<file path="config.mk">
export PLATFORM = sky130hd
export DESIGN_NAME = rpc_phy
export DESIGN_NICKNAME = d
export VERILOG_FILES = /design/src/hdl/rpc_dram_pkg.sv /design/src/hdl/rpc_phy_pkg.sv /design/src/hdl/rpc_burst_seq.sv /design/src/hdl/rpc_tx_mux.sv /design/src/hdl/rpc_rx_pack.sv /design/src/hdl/rpc_phy.sv
export SDC_FILE = /design/constraint.sdc
export NUM_CORES = 1
export LEC_CHECK = 0
export ABC_AREA = 1
export BUFFER_PORTS_ARGS = -buffer_cell sky130_fd_sc_hd__buf_2
export CORE_AREA = 8 8 263 265
export DETAILED_ROUTE_END_ITERATION = 7
export DIE_AREA = 0 0 271 273
export PLACE_DENSITY_LB_ADDON = 0.25
export SETUP_SLACK_MARGIN = 0.3
export SYNTH_ARGS = -nofsm -noshare
export SYNTH_HDL_FRONTEND = slang
export SYNTH_SLANG_ARGS = --single-unit
</file>
<file path="constraint.sdc">
create_clock -name clk_0_i -period 8.9 [get_ports clk_0_i]
set_input_delay 0.445 -clock clk_0_i [delete_from_list [all_inputs] [get_ports clk_0_i]]
set_output_delay 0.445 -clock clk_0_i [all_outputs]
set_load 0.1 [all_outputs]
</file>
<file path="src/hdl/rpc_dram_pkg.sv">
// DRAM-side types shared by the PHY stages and the testbench
// Covers the DB beat format, the write mask and the 32-bit command word

package rpc_dram_pkg;

  ////////////////////////////////////////////////////////////////////
  // DB bus widths
  ////////////////////////////////////////////////////////////////////

  // One pin group edge and one full DDR pair
  localparam int unsigned DB_HALF_W  = 16;
  localparam int unsigned DB_SLICE_W = 2 * DB_HALF_W;
  // Burst write mask, sent as two DB beats
  localparam int unsigned MASK_W     = 64;

  typedef logic [DB_HALF_W-1:0]  db_half_t;
  // Upper half on the rising edge, lower half on the falling edge
  typedef logic [DB_SLICE_W-1:0] db_slice_t;
  typedef logic [MASK_W-1:0]     mask_t;

  ////////////////////////////////////////////////////////////////////
  // Command word
  ////////////////////////////////////////////////////////////////////

  // Reserved opcode behaves as a command-only request
  typedef enum logic [1:0] {
    op_cmd_only = 2'b00,
    op_write    = 2'b01,
    op_read     = 2'b10,
    op_rsvd     = 2'b11
  } opcode_e;

  // Number of words in the burst minus one
  typedef logic [2:0]  burst_len_t;
  // Passed to the DRAM untouched
  typedef logic [26:0] dram_addr_t;

  typedef struct packed {
    opcode_e    opcode;
    burst_len_t burst_len;
    dram_addr_t addr;
  } cmd_t;

endpackage

</file>
<file path="src/hdl/rpc_phy_pkg.sv">
// Internal PHY types passed between the sequencer and the data stages
// Not visible on the DRAM side

package rpc_phy_pkg;

  ////////////////////////////////////////////////////////////////////
  // Sequencer
  ////////////////////////////////////////////////////////////////////

  typedef enum logic [2:0] {
    st_idle,
    st_cmd,
    st_mask_hi,
    st_mask_lo,
    st_wr_data,
    st_rd_wait
  } seq_state_e;

  ////////////////////////////////////////////////////////////////////
  // Stage controls
  ////////////////////////////////////////////////////////////////////

  // What the transmit mux puts on DB in the following cycle
  typedef enum logic [2:0] {
    beat_none,
    beat_command,
    beat_mask_hi,
    beat_mask_lo,
    beat_data
  } beat_kind_e;

  // Beat position inside a word, enough for 512-bit words
  typedef logic [3:0] beat_idx_t;

  typedef struct packed {
    beat_kind_e kind;
    beat_idx_t  idx;
  } tx_sel_t;

  // rd_active opens the packer, last_word tags the final word
  typedef struct packed {
    logic rd_active;
    logic last_word;
  } rx_ctrl_t;

endpackage

</file>
<file path="src/hdl/rpc_burst_seq.sv">
// Burst sequencer of the PHY
// Accepts one command at a time and orders the command, mask and data beats
// Beat selects go out one cycle ahead of the DB register in the transmit mux

`timescale 1ns/1ps

module rpc_burst_seq #(
  parameter int unsigned WORD_WIDTH = 256
) (
  input  logic                  clk_0_i,
  input  logic                  rst_ni,
  input  rpc_dram_pkg::cmd_t    cmd_i,
  input  logic                  cmd_valid_i,
  output logic                  cmd_ready_o,
  input  logic                  word_done_i,
  output logic                  data_ready_o,
  output logic                  cs_n_o,
  output logic                  stb_o,
  output logic                  db_oe_o,
  output rpc_phy_pkg::tx_sel_t  tx_sel_o,
  output rpc_phy_pkg::rx_ctrl_t rx_ctrl_o,
  output rpc_dram_pkg::cmd_t    cmd_q_o
);
  import rpc_dram_pkg::*;
  import rpc_phy_pkg::*;

  localparam int unsigned BEATS     = WORD_WIDTH / DB_SLICE_W;
  localparam beat_idx_t   LAST_BEAT = beat_idx_t'(BEATS - 1);

  seq_state_e state_q, state_d;
  cmd_t       cmd_q;
  beat_idx_t  beat_q, beat_d;
  burst_len_t word_q, word_d;
  logic       accept;
  logic       last_word;

  // Only idle takes a new command
  assign cmd_ready_o = (state_q == st_idle);
  assign accept      = cmd_valid_i && cmd_ready_o;
  // Word counter reached the burst length of the held command
  assign last_word   = (word_q == cmd_q.burst_len);

  // During acceptance the mux needs the live word for the command beat
  assign cmd_q_o = accept ? cmd_i : cmd_q;

  always_ff @(posedge clk_0_i) begin
    if (accept) begin
      cmd_q <= cmd_i;
    end
  end

  ////////////////////////////////////////////////////////////////////
  // Burst FSM
  ////////////////////////////////////////////////////////////////////

  always_comb begin
    state_d       = state_q;
    beat_d        = beat_q;
    word_d        = word_q;
    tx_sel_o.kind = beat_none;
    tx_sel_o.idx  = '0;
    data_ready_o  = 1'b0;
    case (state_q)
      st_idle: begin
        beat_d = '0;
        word_d = '0;
        if (accept) begin
          tx_sel_o.kind = beat_command;
          state_d       = st_cmd;
        end
      end
      st_cmd: begin
        case (cmd_q.opcode)
          op_write: begin
            tx_sel_o.kind = beat_mask_hi;
            state_d       = st_mask_hi;
          end
          op_read: state_d = st_rd_wait;
          // Single beat only
          op_cmd_only, op_rsvd: state_d = st_idle;
        endcase
      end
      st_mask_hi: begin
        tx_sel_o.kind = beat_mask_lo;
        state_d       = st_mask_lo;
      end
      st_mask_lo: begin
        // First word requested while the second mask beat is out
        tx_sel_o.kind = beat_data;
        data_ready_o  = 1'b1;
        state_d       = st_wr_data;
      end
      st_wr_data: begin
        if (beat_q != LAST_BEAT) begin
          tx_sel_o.kind = beat_data;
          tx_sel_o.idx  = beat_q + beat_idx_t'(1);
          beat_d        = beat_q + beat_idx_t'(1);
        end else if (!last_word) begin
          // Next word fetched in the last beat of this one
          tx_sel_o.kind = beat_data;
          data_ready_o  = 1'b1;
          beat_d        = '0;
          word_d        = word_q + burst_len_t'(1);
        end else begin
          state_d = st_idle;
        end
      end
      st_rd_wait: begin
        // Latency is open, the packer tells when a word is complete
        if (word_done_i) begin
          if (last_word) begin
            state_d = st_idle;
          end else begin
            word_d = word_q + burst_len_t'(1);
          end
        end
      end
      default: state_d = st_idle;
    endcase
  end

  always_ff @(posedge clk_0_i or negedge rst_ni) begin
    if (!rst_ni) begin
      state_q <= st_idle;
      beat_q  <= '0;
      word_q  <= '0;
    end else begin
      state_q <= state_d;
      beat_q  <= beat_d;
      word_q  <= word_d;
    end
  end

  // Pin controls straight from the state
  assign stb_o   = (state_q == st_cmd);
  assign cs_n_o  = (state_q == st_idle);
  assign db_oe_o = (state_q inside {st_cmd, st_mask_hi, st_mask_lo, st_wr_data});

  assign rx_ctrl_o.rd_active = (state_q == st_rd_wait);
  assign rx_ctrl_o.last_word = last_word;

  // STB marks exactly one beat per command
  stb_one_cycle: assert property (@(posedge clk_0_i) disable iff (!rst_ni)
    stb_o |=> !stb_o)
    else $error("stb_o held for more than one cycle");

  // DB is never driven outside the chip-select window
  oe_inside_cs: assert property (@(posedge clk_0_i) disable iff (!rst_ni)
    db_oe_o |-> !cs_n_o)
    else $error("db_oe_o high with cs_n_o deasserted");

endmodule

</file>
<file path="src/hdl/rpc_tx_mux.sv">
// Transmit side of the PHY
// Picks command, mask or data beat from the sequencer select and registers it onto DB

`timescale 1ns/1ps

module rpc_tx_mux #(
  parameter int unsigned WORD_WIDTH = 256
) (
  input  logic                   clk_0_i,
  input  logic                   rst_ni,
  input  rpc_phy_pkg::tx_sel_t   tx_sel_i,
  input  rpc_dram_pkg::cmd_t     cmd_i,
  input  rpc_dram_pkg::mask_t    mask_i,
  input  logic [WORD_WIDTH-1:0]  data_i,
  input  logic                   data_take_i,
  output rpc_dram_pkg::db_slice_t db_o
);
  import rpc_dram_pkg::*;
  import rpc_phy_pkg::*;

  localparam int unsigned BEATS = WORD_WIDTH / DB_SLICE_W;

  logic [WORD_WIDTH-1:0] word_q;
  logic [WORD_WIDTH-1:0] word_src;
  mask_t                 mask_q;
  db_slice_t             data_beat;
  db_slice_t             beat_d;

  // Low 16 bits leave first, on the rising edge
  function automatic db_slice_t swap_halves(db_slice_t s);
    db_half_t rise_half;
    db_half_t fall_half;
    rise_half = s[DB_HALF_W-1:0];
    fall_half = s[DB_SLICE_W-1:DB_HALF_W];
    return {rise_half, fall_half};
  endfunction

  ////////////////////////////////////////////////////////////////////
  // Word and mask holding
  ////////////////////////////////////////////////////////////////////

  always_ff @(posedge clk_0_i) begin
    if (data_take_i) begin
      word_q <= data_i;
    end
  end

  // Mask sampled together with the command beat
  always_ff @(posedge clk_0_i) begin
    if (tx_sel_i.kind == beat_command) begin
      mask_q <= mask_i;
    end
  end

  ////////////////////////////////////////////////////////////////////
  // Beat selection
  ////////////////////////////////////////////////////////////////////

  always_comb begin
    // Beat 0 of a word comes straight from data_i in its request cycle
    word_src  = data_take_i ? data_i : word_q;
    data_beat = word_src[tx_sel_i.idx * DB_SLICE_W +: DB_SLICE_W];
    case (tx_sel_i.kind)
      beat_command: beat_d = db_slice_t'(cmd_i);
      beat_mask_hi: beat_d = swap_halves(mask_q[DB_SLICE_W-1:0]);
      beat_mask_lo: beat_d = swap_halves(mask_q[MASK_W-1:DB_SLICE_W]);
      beat_data:    beat_d = swap_halves(data_beat);
      default:      beat_d = '0;
    endcase
  end

  always_ff @(posedge clk_0_i or negedge rst_ni) begin
    if (!rst_ni) begin
      db_o <= '0;
    end else begin
      db_o <= beat_d;
    end
  end

  // Sequencer must stay inside the configured word
  data_idx_in_word: assert property (@(posedge clk_0_i) disable iff (!rst_ni)
    (tx_sel_i.kind == beat_data) |-> (tx_sel_i.idx < BEATS))
    else $error("data beat index beyond word width");

endmodule

</file>
<file path="src/hdl/rpc_rx_pack.sv">
// Receive side of the PHY
// Collects read slices in arrival order into a word and flags it for one cycle

`timescale 1ns/1ps

module rpc_rx_pack #(
  parameter int unsigned WORD_WIDTH = 256
) (
  input  logic                    clk_0_i,
  input  logic                    rst_ni,
  input  rpc_phy_pkg::rx_ctrl_t   rx_ctrl_i,
  input  rpc_dram_pkg::db_slice_t rd_slice_i,
  input  logic                    rd_slice_valid_i,
  output logic                    word_done_o,
  output logic [WORD_WIDTH-1:0]   data_o,
  output logic                    data_valid_o,
  output logic                    data_last_o
);
  import rpc_dram_pkg::*;
  import rpc_phy_pkg::*;

  localparam int unsigned BEATS      = WORD_WIDTH / DB_SLICE_W;
  localparam beat_idx_t   LAST_SLICE = beat_idx_t'(BEATS - 1);

  beat_idx_t             slice_q;
  logic [WORD_WIDTH-1:0] word_q;
  logic                  take;

  // Stray slices outside a read are dropped here
  assign take        = rd_slice_valid_i && rx_ctrl_i.rd_active;
  assign word_done_o = take && (slice_q == LAST_SLICE);

  ////////////////////////////////////////////////////////////////////
  // Slice position
  ////////////////////////////////////////////////////////////////////

  always_ff @(posedge clk_0_i or negedge rst_ni) begin
    if (!rst_ni) begin
      slice_q <= '0;
    end else if (!rx_ctrl_i.rd_active) begin
      slice_q <= '0;
    end else if (take) begin
      slice_q <= word_done_o ? '0 : slice_q + beat_idx_t'(1);
    end
  end

  // Slice s lands at bits 32s+31:32s
  always_ff @(posedge clk_0_i) begin
    if (take) begin
      word_q[slice_q * DB_SLICE_W +: DB_SLICE_W] <= rd_slice_i;
    end
  end

  assign data_o = word_q;

  ////////////////////////////////////////////////////////////////////
  // Word flags, one cycle after the closing slice
  ////////////////////////////////////////////////////////////////////

  always_ff @(posedge clk_0_i or negedge rst_ni) begin
    if (!rst_ni) begin
      data_valid_o <= 1'b0;
      data_last_o  <= 1'b0;
    end else begin
      data_valid_o <= word_done_o;
      data_last_o  <= word_done_o && rx_ctrl_i.last_word;
    end
  end

  // No ready on the read side, so a word is offered once
  valid_single: assert property (@(posedge clk_0_i) disable iff (!rst_ni)
    data_valid_o |=> !data_valid_o)
    else $error("data_valid_o held for more than one cycle");

endmodule

</file>
<file path="src/hdl/rpc_phy.sv">
// Controller-side PHY core for the reduced-pin-count DRAM
// Chains the burst sequencer to the transmit mux and the receive packer
// DDR conversion of db_o and capture of rd_slice_i happen at the pad level

`timescale 1ns/1ps

module rpc_phy #(
  parameter int unsigned WORD_WIDTH = 256
) (
  input  logic                    clk_0_i,
  input  logic                    rst_ni,
  // Command handshake
  input  rpc_dram_pkg::cmd_t      cmd_i,
  input  logic                    cmd_valid_i,
  output logic                    cmd_ready_o,
  // Write data, one word per request
  input  logic [WORD_WIDTH-1:0]   data_i,
  input  rpc_dram_pkg::mask_t     mask_i,
  output logic                    data_ready_o,
  // Read data, no back-pressure
  output logic [WORD_WIDTH-1:0]   data_o,
  output logic                    data_valid_o,
  output logic                    data_last_o,
  // DRAM side
  output logic                    cs_n_o,
  output logic                    stb_o,
  output logic                    db_oe_o,
  output rpc_dram_pkg::db_slice_t db_o,
  input  rpc_dram_pkg::db_slice_t rd_slice_i,
  input  logic                    rd_slice_valid_i
);
  import rpc_dram_pkg::*;
  import rpc_phy_pkg::*;

  cmd_t     cmd_q;
  tx_sel_t  tx_sel;
  rx_ctrl_t rx_ctrl;
  logic     word_done;

  rpc_burst_seq #(
    .WORD_WIDTH (WORD_WIDTH)
  ) seq_i (
    .clk_0_i      (clk_0_i),
    .rst_ni       (rst_ni),
    .cmd_i        (cmd_i),
    .cmd_valid_i  (cmd_valid_i),
    .cmd_ready_o  (cmd_ready_o),
    .word_done_i  (word_done),
    .data_ready_o (data_ready_o),
    .cs_n_o       (cs_n_o),
    .stb_o        (stb_o),
    .db_oe_o      (db_oe_o),
    .tx_sel_o     (tx_sel),
    .rx_ctrl_o    (rx_ctrl),
    .cmd_q_o      (cmd_q)
  );

  // Word request doubles as the load strobe of the word register
  rpc_tx_mux #(
    .WORD_WIDTH (WORD_WIDTH)
  ) tx_mux_i (
    .clk_0_i     (clk_0_i),
    .rst_ni      (rst_ni),
    .tx_sel_i    (tx_sel),
    .cmd_i       (cmd_q),
    .mask_i      (mask_i),
    .data_i      (data_i),
    .data_take_i (data_ready_o),
    .db_o        (db_o)
  );

  rpc_rx_pack #(
    .WORD_WIDTH (WORD_WIDTH)
  ) rx_pack_i (
    .clk_0_i          (clk_0_i),
    .rst_ni           (rst_ni),
    .rx_ctrl_i        (rx_ctrl),
    .rd_slice_i       (rd_slice_i),
    .rd_slice_valid_i (rd_slice_valid_i),
    .word_done_o      (word_done),
    .data_o           (data_o),
    .data_valid_o     (data_valid_o),
    .data_last_o      (data_last_o)
  );

endmodule

</file>
==> qor.csv, run 1 <==
stage,metric,value,unit
logic_synthesis,synthesis.nets,3192,
sta,tightestPinTransition,1.27,ns
sta,worst_slew_slack_as_a_fraction_of_its_limit,15.0,%
route,detailroute.via_count,23600,
logic_synthesis,syn_area,25700,um2
worst_setup_path,cp_max_fo,33,
route,wirelength_met1,42.0,mm
logic_synthesis,synth-edff-count,320,
logic_synthesis,postSynthRegisterBits,629,
finish,area_delta_synth_final,27.0,%
floorplan,die_area,74000,um2
route,number_of_remaining_drc_errors,0,
floorplan,dieHeight,273,um
floorplan,start_util,39.6,%
route,top_layer,met5,
logic_synthesis,synthesized_area_fraction_occupied_by_adder_cells,0.243,%
logic_synthesis,synthDominantAreaCellType,edfxtp_1,
clock_network,cts_hold_buf,61,
worst_setup_path,setup.worst_path.end_class,flip-flop,
sta,finalHoldViolations,0,
placed_design,buffer_ports.inserted,682,
logic_synthesis,synth_simple_gate_area_share,30.2,%
sta,final.setup.tns,0,ns
floorplan,io-pin-count,683,
run_status,outcome,completed,
route,drt_wl_total,107,mm
route,wl_met2,49.8,mm
floorplan,floorplan.core_area,65000,um2
grt,maximum_number_of_pins_on_one_net_before_global_route_repair,131,
clock_network,postCtsSetupBuffers,0,
logic_synthesis,largest_family_of_logic_cells_by_synthesized_area,simple AND/OR/NAND/NOR gates,
clock_network,clk_root_buffer_cell,clkbuf_16,
sta,finalSetupViolations,0,
sta,final_max_slew_viol_count,0,
sta,max_clock_freq,235,MHz
worst_setup_path,element_type_at_the_critical_path_start,flip-flop,
grt,grt_antenna_before_repair,9,
placed_design,finalWeightedCongestion,0.896,
power,pwr_density_cell,369,nW/um2
logic_synthesis,synth_xor_xnor_area_share,0.204,%
clock_network,cts_repair_resizes,0,
route,final_antenna_net_count,0,
logic_synthesis,post_synth.cell_area_avg,9.19,um2
sta,maximum_clock_skew_at_final_layout,0.0194,ns
grt,grt_pass1_vias,22600,
grt,residual_overflow_from_global_routing,0,
route,avgViaCountPerCell,5.39,
worst_setup_path,critical_path_required,9.18,ns
logic_synthesis,synth_sequential_area_ratio,62.3,%
worst_setup_path,arrival,4.53,ns
floorplan,die_wd,271,um
hold_path,timing.hold.worst.class,in2reg,
clock_network,cts_htree_levels,3,
power,vdd.ir_drop.worst,0.000340,V
route,firstDrtPassIters,7,
clock_network,worst_skew_pair.late_latency,0.62,ns
job,max_cap_violations,0,
clock_network,numCtsBuffers,71,
finish,share_of_final_layout_standard_cells_stronger_than_drive_strength_1,24.4,%
placed_design,post-dp-hpwl,76.5,mm
grt,wire_length_of_the_first_global_routing_pass,152,mm
worst_setup_path,critical_path_class,reg2reg,
sta,hold_slack,0.0281,ns
clock_network,numClockSinks,629,
logic_synthesis,yosys.cell_types.count,30,
route,detail_route.wl_per_cell,24.4,um
logic_synthesis,synth-async-reset-ratio,7.63,%
sta,layout_min_cycle_time,4.25,ns
logic_synthesis,synthFlopType,edfxtp_1,
clock_network,tritoncts,yes,
finish,nets,3845,
logic_synthesis,synth-compound-area-share,1.66,%
clock_network,ctsLongestPathBuffers,3,
sta,grt_setup_unrepaired,false,
route,met3WireLength,9.96,mm
sta,final.period_utilization,47.7,%
logic_synthesis,synth_top_cell_area_share,37.3,%
logic_synthesis,synth_area_leaders,"edfxtp_1 (37%), dfxtp_1 (20%), nand3_1 (16%)",
logic_synthesis,yosysWarningCount,0,
grt,gr-usage-all-layers,27.4,%
logic_synthesis,synthMuxAreaShare,0,%
clock_network,clk_pin_slew_worst_paths,0.06,ns
power,leakage,0.0143,uW
route,drt-initial-drc-count,2920,
logic_synthesis,synthCells,2799,
floorplan,num_rows,94,
==> layout make-up <==
| type | count | area (um2) |
|---|---|---|
| fill | 6062 | 32400 |
| sequential | 629 | 16000 |
| multi-input combinational | 1858 | 8420 |
| timing repair buffer | 776 | 4270 |
| clock buffer | 99 | 2030 |
| tap | 864 | 1080 |
| inverter | 116 | 438 |
| clock inverter | 31 | 392 |
| antenna | 4 | 10.0 |
==> report_power, final <==
group	internal (uW)	switching, uW	total, uW
Clock	1810	1230	3040
Combinational	1270	3750	5020
Sequential	3720	269	3990
==> cells in the mapped netlist, types with 4 or more instances <==
master,number
inv_1,112
dfrtp_1,48
nand2_1,637
dfxtp_1,261
clkbuf_1,60
nor3_1,28
buf_2,73
a21oi_1,21
ha_1,5
edfxtp_1,320
buf_6,14
nand3_1,818
buf_4,7
nor2_1,269
nor2_2,4
a31oi_1,14
o21ai_0,41
inv_2,4
buf_1,42
==> routing by layer <==
layer / track usage [%] / up-vias
li1: - / 10800
met1: 34.4 / 11300
met2: 43.9 / 1271
met3: 7.63 / 205
met4: 12.4 / 6
met5: 0 / -
==> final timing paths <==
check	from	slack, ns	endpoint	cells after the start
worst max-delay path	rx_pack_i.slice_q[0]	4.65	rx_pack_i.data_o[12]	8
min in group asynchronous	rst_ni	0.56	tx_mux_i.db_o[1]	3
worst min-delay path	mask_i[44]	0.03	tx_mux_i.mask_q[44]	1
worst min register to register	tx_mux_i.word_q[184]	0.48	tx_mux_i.word_q[184]	2
worst max register to register	rx_pack_i.slice_q[0]	4.65	rx_pack_i.data_o[12]	8
max in group asynchronous	rst_ni	7.78	rx_pack_i.slice_q[0]	3
==> stage by stage <==
step           cell area, um2  worst slack (ns)  std cells  power, uW  util [%]
2_1_floorplan           25700              4.27       2799       7340         -
3_3_place_gp            29600              4.74       4182       8900      45.6
3_5_place_dp            29600              4.69       4182       8950      45.6
4_1_cts                 32700              4.60       4373      12000      50.2
5_1_grt                 32700              4.32       4373      12600      50.2
6_report                32700              4.65       4377      12000      50.2
==> state kept, by name, summed over array words and instances (netlist names) <==
signal / flops
rx_pack_i.data_last_o: 1
rx_pack_i.data_o: 256
rx_pack_i.data_valid_o: 1
rx_pack_i.slice_q: 4
seq_i.beat_q: 4
seq_i.cmd_q: 5
seq_i.state_q: 3
seq_i.word_q: 3
tx_mux_i.db_o: 32
tx_mux_i.mask_q: 64
tx_mux_i.word_q: 256
==> kinds of logic (layout without fill, tap and decap cells) <==
group | count (synthesis) | after routing
AND/OR/NAND/NOR | 1767 | 1767
flip-flops | 629 | 629
buffers and inverters | 312 | 1022
AO/OA/AOI/OAI | 80 | 80
XOR/XNOR | 6 | 6
adder cells (fa/ha/maj) | 5 | 5
other | 0 | 4
==> placed cells by master (no fill, tap or decap), drive strengths merged <==
cell type / synthesis / layout
a21boi: 1 / 1
a21oi: 21 / 21
a31o: 1 / 1
a31oi: 14 / 14
buf: 136 / 715
bufinv: 0 / 7
clkbuf: 60 / 99
clkinv: 0 / 18
clkinvlp: 0 / 3
dfrtp: 48 / 48
dfxtp: 261 / 261
diode: 0 / 4
dlygate4sd3: 0 / 61
edfxtp: 320 / 320
ha: 5 / 5
inv: 116 / 119
nand2: 641 / 641
nand3: 819 / 819
nand4: 2 / 2
nor2: 276 / 276
nor3: 29 / 29
o21ai: 41 / 41
o22ai: 2 / 2
xnor2: 3 / 3
xor2: 3 / 3
==> critical path, cell delays in order (launching register included) <==
cell and delay, ns:
dfrtp_2 0.40, inv_1 0.29, ha_1 0.25, nand3_1 0.90, inv_1 0.30, buf_4 0.41, a31oi_1 0.16, nor3_2 0.75
buf_4 0.44
No activity file was read; power rests on OpenSTA's default activity.
==> run 2, diff against run 1 <==
ABC_AREA = 0   (was 1)
CORE_AREA = 8 8 261 263   (was 8 8 263 265)
DIE_AREA = 0 0 269 271   (was 0 0 271 273)
clock period = 4.02 ns   (was 8.9 ns; I/O delays follow)
==> run 2 against run 1 <==
Synthesized cell count is 11% lower. Register-to-register slack worse by 4.3 ns. Die area is 1.5% lower. Flip-flop and latch count stayed put. Clock power is 120% higher. The flow now finishes with violations (design-rule violations).
==> qor.csv, run 2 <==
stage,metric,value,unit
clock_network,cts_htree_levels,3,
route,detail_route.wl_per_cell,25.3,um
grt,maximum_number_of_pins_on_one_net_before_global_route_repair,130,
run_status,failed_checks,design-rule violations,
sta,grt_setup_unrepaired,false,
logic_synthesis,synth_sequential_area_ratio,60.6,%
sta,maximum_clock_skew_at_final_layout,0.0260,ns
sta,worst_slew_slack_as_a_fraction_of_its_limit,21.4,%
logic_synthesis,postSynthRegisterBits,629,
hold_path,hp-start,cmd_i[21],
placed_design,buffer_ports.inserted,682,
grt,grt_pass1_vias,24800,
route,drt_wl_total,111,mm
route,number_of_remaining_drc_errors,2,
sta,final.setup.tns,0,ns
power,pwr_density_cell,757,nW/um2
route,final_antenna_net_count,0,
placed_design,post-place-ws,0.450,ns
finish,share_of_final_layout_standard_cells_stronger_than_drive_strength_1,26.4,%
logic_synthesis,yosys.cell_types.count,58,
grt,residual_overflow_from_global_routing,0,
run_status,outcome,"finished, violations left",
logic_synthesis,yosysWarningCount,0,
floorplan,die_area,72900,um2
logic_synthesis,synth_common_cells,"nand2_1 (543), edfxtp_1 (320), dfxtp_1 (261)",
sta,final_critical_path_setup_slack,0.392,ns
grt,grt_antenna_before_repair,18,
logic_synthesis,synthFlopType,edfxtp_1,
route,avgViaCountPerCell,5.57,
finish,area_delta_synth_final,39.4,%
sta,max_clock_freq,276,MHz
sta,layout_min_cycle_time,3.63,ns
clock_network,clk_root_buffer_cell,clkbuf_16,
power,power.total,27900,uW
floorplan,io-pin-count,683,
power,leakage,0.0149,uW
logic_synthesis,synthDominantAreaCellType,edfxtp_1,
job,max_cap_violations,0,
sta,final.period_utilization,90.2,%
placed_design,finalWeightedCongestion,0.927,
finish,finish.instance_area,36900,um2
finish,fillers,5136,
route,firstDrtPassIters,8,
clock_network,worst_skew_pair.late_latency,0.62,ns
clock_network,tritoncts,yes,
logic_synthesis,synth_top_cell_area_share,36.3,%
sta,final_max_slew_viol_count,0,
floorplan,num_rows,93,
logic_synthesis,post_synth.cell_area_avg,10.7,um2
grt,wire_length_of_the_first_global_routing_pass,160,mm
finish,final_cell_mix,"buf_2 (681), nand2_1 (542), dlygate4sd3_1 (363), edfxtp_1 (320), dfxtp_1 (261)",
hold_path,min_delay_path_depth,4,
worst_setup_path,critical_path_class,reg2reg,
logic_synthesis,most_common_cell_in_the_netlist,nand2_1,
worst_setup_path,element_type_at_the_critical_path_start,flip-flop,
logic_synthesis,synthCells,2478,
route,detailroute.via_count,24400,
logic_synthesis,synthesis.nets,2871,
worst_setup_path,cp_max_fo,101,
finish,layout_commonest_cell,buf_2,
logic_synthesis,synth-async-reset-ratio,7.63,%
floorplan,start_util,41.4,%
logic_synthesis,synth-edff-count,320,
sta,tightestPinTransition,1.17,ns
placed_design,post-dp-hpwl,79.0,mm
sta,finalHoldViolations,0,
floorplan,floorplan.core_area,63900,um2
logic_synthesis,synth_area_leaders,"edfxtp_1 (36%), dfxtp_1 (20%), nand2_1 (7.7%)",
worst_setup_path,critical_path_required,4.55,ns
worst_setup_path,worst-r2r-cell-count,7,
hold_path,worst_hold_endpoint,tx_mux_i.db_o[21],
clock_network,numCtsBuffers,70,
clock_network,numClockSinks,629,
floorplan,dieHeight,271,um
floorplan,die_wd,269,um
power,vdd.ir_drop.worst,0.000842,V
worst_setup_path,r2r_setup_slack,0.39,ns
hold_path,timing.hold.worst.class,in2reg,
placed_design,place_area,30900,um2
worst_setup_path,arrival,4.16,ns
clock_network,clk_pin_slew_worst_paths,0.06,ns
sta,finalSetupViolations,0,
worst_setup_path,regToRegStartpoint,seq_i.state_q[1],
grt,gr-usage-all-layers,29.1,%
logic_synthesis,syn_area,26500,um2
worst_setup_path,setup.worst_path.end_class,flip-flop,
clock_network,ctsLongestPathBuffers,3,
finish,nets,3853,
worst_setup_path,crit-reg2reg-capture,tx_mux_i.db_o[7],
route,drt-initial-drc-count,2779,
==> run 2: cell types whose count changed in the layout (fill, tap and decap cells not counted), sizes merged, moves of 46 or more <==
cell         previous run  this run
a2111oi                 0        49
a211oi                  0        46
a221oi                  0        47
and2                    0       139
dlygate4sd3            61       363
inv                   119        18
mux2i                   0        67
nand2                 641       543
nand3                 819       109
nor2                  276       147
o21ai                  41       135
==> run 2: timing repair <==
item                                    CTS  global route
hold buffers                            363             0
setup buffers                             0             0
endpoints found under the setup margin    0             3
hold endpoints to repair                467             0
resized for setup                         0             3
==> run 2: through the flow <==
stage | hold WS (ns) | instances | util, %
after floorplan | -0.0946 | 2478 | -
after global placement | 0.378 | 3880 | 48.3
after detailed placement | 0.379 | 3880 | 48.3
after CTS | 0.00141 | 4371 | 57.7
after global routing | 0.0117 | 4374 | 57.7
final | 0.0352 | 4379 | 57.7
==> run 2: worst max path at each step <==
stage	from	depth (start not counted)	end
6_report	seq_i.state_q[1]	7	tx_mux_i.db_o[7]
5_1_grt	seq_i.state_q[1]	7	tx_mux_i.db_o[7]
4_1_cts	seq_i.state_q[1]	6	data_ready_o
3_5_place_dp	seq_i.state_q[1]	7	tx_mux_i.db_o[4]
3_3_place_gp	seq_i.state_q[2]	7	tx_mux_i.db_o[30]
2_1_floorplan	rx_pack_i.slice_q[0]	7	rx_pack_i.data_o[100]
==> run 2: where the power goes <==
group / switching (uW) / internal [uW] / total (uW) / leakage [uW]
logic: 8220 / 3810 / 12000 / 0.00839
clock network: 2670 / 3960 / 6630 / 0.00115
registers: 746 / 8510 / 9250 / 0.00531
==> run 2: layout make-up <==
type	count	area [um2]	share of cell area (%)
antenna	8	20.0	0.0543
timing repair buffer	1117	7730	21.0
tap	855	1070	2.90
clock buffer	92	1960	5.31
sequential	629	16000	43.5
inverter	17	72.6	0.197
multi-input combinational	1625	9590	26.0
clock inverter	36	414	1.12
==> run 2: logic make-up (layout without fill, tap and decap cells) <==
logic type	count (synthesis)	count (layout)	share of synthesized area, %
and+or+nand+nor	1059	1059	18.3
DFF	629	629	60.6
AOI/OAI and AO/OA	443	443	12.5
buffers and inverters	224	1262	3.75
muxes	109	109	4.32
xor gates and xnor gates	9	9	0.298
adders and majority gates	5	5	0.236
other	0	8	0
==> run 2: critical path: stages (launching register included) <==
cell and delay, ns:
dfrtp_1 0.54, or3b_2 0.69, a311oi_4 0.43, buf_12 0.40, a2111oi_0 0.11, o21ai_0 0.74
o2111ai_1 0.40, o21ai_1 0.21
==> run 2: metal layers <==
| metal | up-vias | global-route usage, % | share of wire [%] |
|---|---|---|---|
| li1 | 10900 | - | - |
| met1 | 11700 | 31.8 | 35 |
| met2 | 1393 | 50.9 | 50 |
| met3 | 329 | 6.07 | 8.4 |
| met4 | 18 | 18.5 | 7.1 |
| met5 | - | 0 | 0.11 |
